<file path="config.mk">
export PLATFORM = sky130hd
export DESIGN_NAME = ctrlUnitTop
export DESIGN_NICKNAME = d
export VERILOG_FILES = /design/src/common/isaPkg.sv /design/src/common/ctrlPkg.sv /design/src/source/instrDecoder.sv /design/src/control/microSequencer.sv /design/src/control/controlEncoder.sv /design/src/source/ctrlUnitTop.sv
export SDC_FILE = /design/constraint.sdc
export NUM_CORES = 1
export LEC_CHECK = 0
export ABC_AREA = 0
export BUFFER_PORTS_ARGS = -buffer_cell sky130_fd_sc_hd__buf_2
export CAP_MARGIN = 20
export CORE_MARGIN = 2
export CORE_UTILIZATION = 38
export DETAILED_ROUTE_END_ITERATION = 10
export GPL_TIMING_DRIVEN = 0
export HOLD_SLACK_MARGIN = 0.03
export PLACE_DENSITY = 0.88
export SLEW_MARGIN = 20
export SYNTH_ARGS = -nofsm -noshare
export SYNTH_HDL_FRONTEND = slang
export SYNTH_SLANG_ARGS = --single-unit
</file>
<file path="constraint.sdc">
create_clock -name clk -period 1.65 [get_ports clk]
set_input_delay 0.0825 -clock clk [delete_from_list [all_inputs] [get_ports clk]]
set_output_delay 0.0825 -clock clk [all_outputs]
set_load 0.02 [all_outputs]
</file>
<file path="src/common/isaPkg.sv">
package isaPkg;

  // Instruction field widths
  localparam int opcodeWidth = 6;
  localparam int functWidth  = 6;
  localparam int regIdxWidth = 5;
  localparam int immWidth    = 16;

  // Primary opcodes
  localparam logic [opcodeWidth-1:0] opRType = 6'b000000; // Funct selects the operation
  localparam logic [opcodeWidth-1:0] opBeq   = 6'b000100;
  localparam logic [opcodeWidth-1:0] opBne   = 6'b000101;
  localparam logic [opcodeWidth-1:0] opBle   = 6'b000110;
  localparam logic [opcodeWidth-1:0] opBgt   = 6'b000111;
  localparam logic [opcodeWidth-1:0] opAddi  = 6'b001000;

  // Function codes of R-type instructions
  localparam logic [functWidth-1:0] fnAdd = 6'b100000;
  localparam logic [functWidth-1:0] fnSub = 6'b100010;

  // Register format
  typedef struct packed {
    logic [opcodeWidth-1:0] opcode;
    logic [regIdxWidth-1:0] rs;
    logic [regIdxWidth-1:0] rt;
    logic [regIdxWidth-1:0] rd;
    logic [regIdxWidth-1:0] shamt; // Unused by this instruction set
    logic [functWidth-1:0]  funct;
  } rFields;

  // Immediate format, also used by the branches
  typedef struct packed {
    logic [opcodeWidth-1:0] opcode;
    logic [regIdxWidth-1:0] rs;
    logic [regIdxWidth-1:0] rt;
    logic [immWidth-1:0]    imm;    // Branch offset or ADDI operand
  } iFields;

  // Same 32 bits seen through either format
  // Opcode sits in the same place in both
  typedef union packed {
    rFields rType;
    iFields iType;
  } instrWord;

endpackage

</file>
<file path="src/common/ctrlPkg.sv">
package ctrlPkg;

  // ALU operation select
  typedef enum logic [2:0] {
    aluNop = 3'd0,
    aluAdd = 3'd1,
    aluSub = 3'd2,
    aluCmp = 3'd7 // Sets eq and gt flags
  } aluOpT;

  // First ALU operand
  typedef enum logic [1:0] {
    srcAPc  = 2'd0,
    srcAReg = 2'd1  // Register A
  } srcAT;

  // Second ALU operand
  typedef enum logic [1:0] {
    srcBReg    = 2'd0, // Register B
    srcBFour   = 2'd1, // Constant 4 for PC increment
    srcBImm    = 2'd2, // Sign extended immediate
    srcBBranch = 2'd3  // Immediate shifted left by two
  } srcBT;

  // Next PC source
  typedef enum logic [1:0] {
    pcSrcNone      = 2'd0,
    pcSrcAluResult = 2'd1,
    pcSrcAluOut    = 2'd2
  } pcSrcT;

  // Register file write address
  typedef enum logic {
    dstRt = 1'b0,
    dstRd = 1'b1
  } regDstT;

  // Instruction class after decode
  typedef enum logic [2:0] {
    opNone, opAdd, opSub, opAddi, opBeq, opBne, opBle, opBgt
  } opKindT;

  typedef enum logic {
    phFetch,
    phExec
  } phaseT;

  // Sequencer step counts
  localparam int stepWidth       = 3;
  localparam int fetchSteps      = 6; // Shared by every instruction
  localparam int aluExecSteps    = 3;
  localparam int branchExecSteps = 4;

endpackage

</file>
<file path="src/source/instrDecoder.sv">
`timescale 1ns/1ps

module instrDecoder
  import isaPkg::*;
  import ctrlPkg::*;
(
  input  instrWord instr,
  output opKindT   opKind
);

  always_comb begin
    opKind = opNone;

    if (instr.rType.opcode == opRType) begin
      // R-type, the function field picks the operation
      case (instr.rType.funct)
        fnAdd:   opKind = opAdd;
        fnSub:   opKind = opSub;
        default: opKind = opNone;
      endcase
    end else begin
      case (instr.iType.opcode)
        isaPkg::opAddi: opKind = ctrlPkg::opAddi;
        isaPkg::opBeq:  opKind = ctrlPkg::opBeq;
        isaPkg::opBne:  opKind = ctrlPkg::opBne;
        isaPkg::opBle:  opKind = ctrlPkg::opBle; // Taken when not greater
        isaPkg::opBgt:  opKind = ctrlPkg::opBgt;
        default: begin
          opKind = opNone; // Jumps, loads and stores end up here
        end
      endcase
    end
  end

endmodule

</file>
<file path="src/control/microSequencer.sv">
`timescale 1ns/1ps

module microSequencer
  import ctrlPkg::*;
(
  input  logic                 clk,
  input  logic                 reset,
  input  opKindT               opKind,
  output phaseT                phase,
  output logic [stepWidth-1:0] step,
  output opKindT               curOp
);

  logic                 isBranch;
  logic [stepWidth-1:0] lastStep;

  assign isBranch = (curOp == opBeq) || (curOp == opBne) ||
                    (curOp == opBle) || (curOp == opBgt);

  // Final step of the current phase
  always_comb begin
    if (phase == phFetch) begin
      lastStep = stepWidth'(fetchSteps - 1);
    end else if (isBranch) begin
      lastStep = stepWidth'(branchExecSteps - 1);
    end else begin
      lastStep = stepWidth'(aluExecSteps - 1);
    end
  end

  always_ff @(posedge clk) begin
    if (reset) begin
      phase <= phFetch;
      step  <= '0;
      curOp <= opNone;
    end else if (step != lastStep) begin
      step <= step + 1'b1;
    end else if (phase == phFetch) begin
      // Dispatch step, register A and B are loaded by now
      step <= '0;
      if (opKind != opNone) begin
        phase <= phExec;
        curOp <= opKind;
      end
    end else begin
      // Instruction done
      phase <= phFetch;
      step  <= '0;
    end
  end

endmodule

</file>
<file path="src/control/controlEncoder.sv">
`timescale 1ns/1ps

module controlEncoder
  import ctrlPkg::*;
(
  input  logic                 reset,
  input  phaseT                phase,
  input  logic [stepWidth-1:0] step,
  input  opKindT               curOp,
  input  logic                 eq,
  input  logic                 gt,
  output logic                 pcWrite,
  output logic                 irWrite,
  output logic                 regWrite,
  output logic                 abWrite,
  output logic                 aluOutWrite,
  output aluOpT                aluOp,
  output srcAT                 aluSrcA,
  output srcBT                 aluSrcB,
  output pcSrcT                pcSource,
  output regDstT               regDst
);

  logic isBranch;
  logic branchTaken;

  // Branch condition from the compare flags
  always_comb begin
    isBranch    = 1'b1;
    branchTaken = 1'b0;
    case (curOp)
      opBeq:   branchTaken = eq;
      opBne:   branchTaken = !eq;
      opBle:   branchTaken = !gt;
      opBgt:   branchTaken = gt;
      default: isBranch = 1'b0;
    endcase
  end

  always_comb begin
    pcWrite     = 1'b0;
    irWrite     = 1'b0;
    regWrite    = 1'b0;
    abWrite     = 1'b0;
    aluOutWrite = 1'b0;
    aluOp       = aluNop;
    aluSrcA     = srcAPc;
    aluSrcB     = srcBReg;
    pcSource    = pcSrcNone;
    regDst      = dstRt;

    if (!reset) begin
      if (phase == phFetch) begin
        case (step)
          3'd0, 3'd1, 3'd2: begin
            // PC + 4 while memory read settles
            aluOutWrite = 1'b1;
            aluOp       = aluAdd;
            aluSrcA     = srcAPc;
            aluSrcB     = srcBFour;
            pcSource    = pcSrcAluResult;
          end
          3'd3: begin
            pcWrite  = 1'b1;
            irWrite  = 1'b1; // Instruction register loads here
            pcSource = pcSrcAluOut;
          end
          3'd4: begin
            abWrite = 1'b1;
          end
          default: begin
            // Dispatch step, nothing driven
          end
        endcase
      end else if (isBranch) begin
        case (step)
          3'd0: begin
            // Branch target into ALUOut
            aluOutWrite = 1'b1;
            aluOp       = aluAdd;
            aluSrcA     = srcAPc;
            aluSrcB     = srcBBranch;
          end
          3'd1, 3'd2: begin
            aluOp    = aluCmp;
            aluSrcA  = srcAReg;
            aluSrcB  = srcBReg;
            pcSource = pcSrcAluOut;
            pcWrite  = (step == 3'd2) && branchTaken; // Flags valid one step after compare
          end
          default: begin
          end
        endcase
      end else begin
        case (step)
          3'd0: begin
            aluOutWrite = 1'b1;
            aluOp       = (curOp == opSub) ? aluSub : aluAdd;
            aluSrcA     = srcAReg;
            aluSrcB     = (curOp == opAddi) ? srcBImm : srcBReg;
          end
          3'd1: begin
            regWrite = 1'b1;
            regDst   = (curOp == opAddi) ? dstRt : dstRd; // ADDI writes rt
          end
          default: begin
          end
        endcase
      end
    end
  end

endmodule

</file>
<file path="src/source/ctrlUnitTop.sv">
`timescale 1ns/1ps

module ctrlUnitTop
  import isaPkg::*;
  import ctrlPkg::*;
(
  input  logic     clk,
  input  logic     reset,
  input  instrWord instr,       // From the instruction register
  input  logic     eq,          // ALU compare flags
  input  logic     gt,
  output logic     pcWrite,
  output logic     irWrite,
  output logic     regWrite,
  output logic     abWrite,
  output logic     aluOutWrite,
  output aluOpT    aluOp,
  output srcAT     aluSrcA,
  output srcBT     aluSrcB,
  output pcSrcT    pcSource,
  output regDstT   regDst
);

  opKindT               opKind;
  phaseT                phase;
  logic [stepWidth-1:0] step;
  opKindT               curOp;

  instrDecoder u_instrDecoder (
    .instr  (instr),
    .opKind (opKind)
  );

  microSequencer u_microSequencer (
    .clk    (clk),
    .reset  (reset),
    .opKind (opKind),
    .phase  (phase),
    .step   (step),
    .curOp  (curOp)
  );

  controlEncoder u_controlEncoder (
    .reset       (reset),
    .phase       (phase),
    .step        (step),
    .curOp       (curOp),
    .eq          (eq),
    .gt          (gt),
    .pcWrite     (pcWrite),
    .irWrite     (irWrite),
    .regWrite    (regWrite),
    .abWrite     (abWrite),
    .aluOutWrite (aluOutWrite),
    .aluOp       (aluOp),
    .aluSrcA     (aluSrcA),
    .aluSrcB     (aluSrcB),
    .pcSource    (pcSource),
    .regDst      (regDst)
  );

endmodule

</file>
==> reports/results.tsv <==
stage	metric	value	unit
status	outcome	completed	
place	PortBufs	29	
worst_hold_path	Tightest Hold Check Type	primary input to register	
finish	Area Growth Syn to Fin	37.2	%
finish	share of cells above drive strength 1	0.413	
worst_setup_path	crit path launch	u_microSequencer.step[0]	
timing	Max Fclk	0.622	GHz
worst_setup_path	WP buf/inv	2	
clocking	TritonCTS clock tree	yes	
logic_synthesis	#FFs+latches synth	7	
drt	via count	775	
clocking	Root Buffer	clkbuf_4	
run	max_cap viols	0	
place	GP Congestion	0.903	
drt	starting DRC count in detailed routing	8	
clocking	CTS sink cnt	7	
worst_setup_path	Stages on worst setup path	4	
die	chip width	45.3	um
worst_setup_path	Crit-path slowest cell	dfxtp_4	
clocking	Worst-path clk slew	0.06	ns
timing	Final period util	0.975	
clocking	Max H-tree Level	1	
timing	Max Slew Vio Count	0	
finish	final instance area	891	um^2
drt	Detail Route Antenna Nets	0	
logic_synthesis	unique cell type count in the Yosys netlist	39	
place	Post-Place Worst Slack	0.109	ns
clocking	Clk Latency, worst-skew pair	0.26	ns
worst_setup_path	CP top delay family	flip-flops	
die	core region area	1560	um^2
worst_setup_path	worst-path cell chain	inv_2 > ha_2 > nor4b_1 > buf_2	
logic_synthesis	top cells by area, synth	dfxtp_1, ha_1, nor2_1	
finish	final net count	163	
timing	RSZ-0062 raised after global routing	true	
finish	Inserted Diodes	0	
logic_synthesis	Top FF cell, synth	dfxtp_1	
die	DIE HEIGHT	45.3	um
worst_setup_path	WS Path Type	register to output pin	
timing	worst setup margin	0.0419	ns
worst_setup_path	CP Launch Type	register	
logic_synthesis	Async SR Flop Fraction	0	
logic_synthesis	Post-synth EDFFs	0	
timing	final hold viol count	0	
global_routing	largest net degree at the start of global routing	11	
worst_setup_path	Worst Path Required	1.57	ns
timing	fin crit period	1.61	ns
logic_synthesis	post-synth top area share	0.216	
power_and_ir_drop	pwr dens	588	nW/um^2
global_routing	number of global-route vias before repair	704	
clocking	clock buffer count from CTS	3	
logic_synthesis	Mapped Area	649	um^2
logic_synthesis	Syn Nets	129	
place	DPL Wire Length	1370	um
die	I/O Pins	51	
worst_setup_path	CP Capture Type	output pin	
worst_setup_path	R2R cell count	4	
timing	Worst Skew	0.00768	ns
worst_setup_path	Arr. time, crit path	1.53	ns
power_and_ir_drop	Static Leak	0.435	nW
finish	Layout Utilization	0.571	
logic_synthesis	cell taking the most area after synthesis	dfxtp_1	
clocking	Clock Path Buffers	2	
logic_synthesis	Synth Area per Inst	7.38	um^2
global_routing	first-pass GRT wire length	2990	um
global_routing	initial antenna violation count	0	
timing	Rel. slew slack	0.603	
logic_synthesis	Synth Instances	88	
global_routing	Tot GR Track Use	0.201	
die	row count	14	
drt	drt pass-1 iters	4	
worst_setup_path	CP max stage delay	0.36	ns
timing	final setup fails	0	
timing	slew of the pin with the lowest slew margin	0.587	ns
die	Initial Util	0.417	
timing	Min Hold Slack	0.158	ns
worst_hold_path	hold path cells	3	
worst_setup_path	Reg2Reg Launch Point	u_microSequencer.phase	
drt	routed len/inst	13.1	um
power_and_ir_drop	VDD IR max	0.332	mV
worst_hold_path	Hold Path Origin	instr[30]	
drt	final WL	1790	um
timing	setup tns final	0	ns
logic_synthesis	Synthesis Warnings	0	
die	DIE AREA	2060	um^2
worst_setup_path	maximum net fanout on the critical path	6	
drt	via/cell ratio	5.66	
global_routing	total grt overflow	0	
place	Cell Area, Placed	815	um^2
logic_synthesis	Seq/Total Area, Yosys	0.216	
drt	DRC	0	
## sequential cells by signal, indices dropped and copies added, names as in the netlist
name and cells:
u_microSequencer.phase 1, u_microSequencer.step 3, u_microSequencer.curOp 3
## stage by stage
| stage | total power, mW | instances |
|---|---|---|
| 2_1_floorplan | 0.289 | 88 |
| 3_3_place_gp | 0.338 | 133 |
| 3_5_place_dp | 0.346 | 133 |
| 4_1_cts | 0.510 | 137 |
| 5_1_grt | 0.560 | 137 |
| 6_report | 0.523 | 137 |
## final cells by class
class | instances | area [um^2]
Sequential cell | 7 | 149
Tap cell | 16 | 20.0
Inverter | 8 | 30.0
Multi-Input combinational cell | 70 | 502
Fill cell | 153 | 668
Buffer | 3 | 18.8
Clock buffer | 4 | 26.3
Timing Repair Buffer | 29 | 145
## worst paths after layout
| check | to | slack (ns) |
|---|---|---|
| max | abWrite | 0.04 |
| min | u_microSequencer.curOp[1] | 0.16 |
| max reg2reg | u_microSequencer.curOp[2] | 0.17 |
| min reg2reg | u_microSequencer.step[0] | 0.46 |
## cell usage in the layout, fill, tap and decap left out, types with 3 or more instances in the layout
master    instances
nor3_1            4
nor2_1            9
clkbuf_4          3
inv_1             6
buf_2            29
nand2_1           8
a21oi_1           4
a31oi_1           3
dfxtp_1           4
nor4_1            3
## synthesized netlist by cell type (2+ instances only)
cell type and count:
inv_1 7, nand3b_1 2, ha_1 5, nand2b_1 2, nand2_1 8, nor4_1 3, nor3_1 5, o21ai_0 2
dfxtp_1 7, nor2b_1 2, nor2_1 10, nor4b_1 2, and3_1 2, a31oi_1 3, a21oi_1 4
## what timing repair did
item / 4_1_cts / 5_1_grt
hold buffers: 0 / 0
gates cloned: 0 / 0
setup endpoints to repair: 8 / 8
pin swaps: 0 / 1
gates resized for setup: 7 / 11
setup buffers: 0 / 0
## where the power goes
| group | switching [mW] | internal [mW] | total (mW) |
|---|---|---|---|
| Clock | 0.0653 | 0.0924 | 0.158 |
| Combinational | 0.0999 | 0.0741 | 0.174 |
| Sequential | 0.0140 | 0.178 | 0.192 |
## worst register-to-register path, cell delays in order (launching register included)
cell     delay (ns)
dfxtp_1        0.30
buf_4          0.16
or4_4          0.55
o31ai_2        0.24
a21oi_1        0.10
## cells by family (layout without fill, tap and decap cells)
family,after synthesis,count (layout),share of synthesized area
flip-flops,7,7,0.216
other,1,1,0.00577
multiplexers,1,1,0.0154
XOR/XNOR,2,2,0.0270
AO/OA/AOI/OAI,20,20,0.220
AND/OR/NAND/NOR,41,41,0.349
adder cells (fa/ha/maj),5,5,0.0963
buffers and inverters,11,44,0.0713
## layer usage
layer	wire length, um	GRT usage	vias up
li1	-	-	384
met1	733	0.238	350
met2	916	0.337	33
met3	93	0.0480	8
met4	45	0.100	0
met5	0	0	-
No activity file was read; power rests on OpenSTA's default activity.
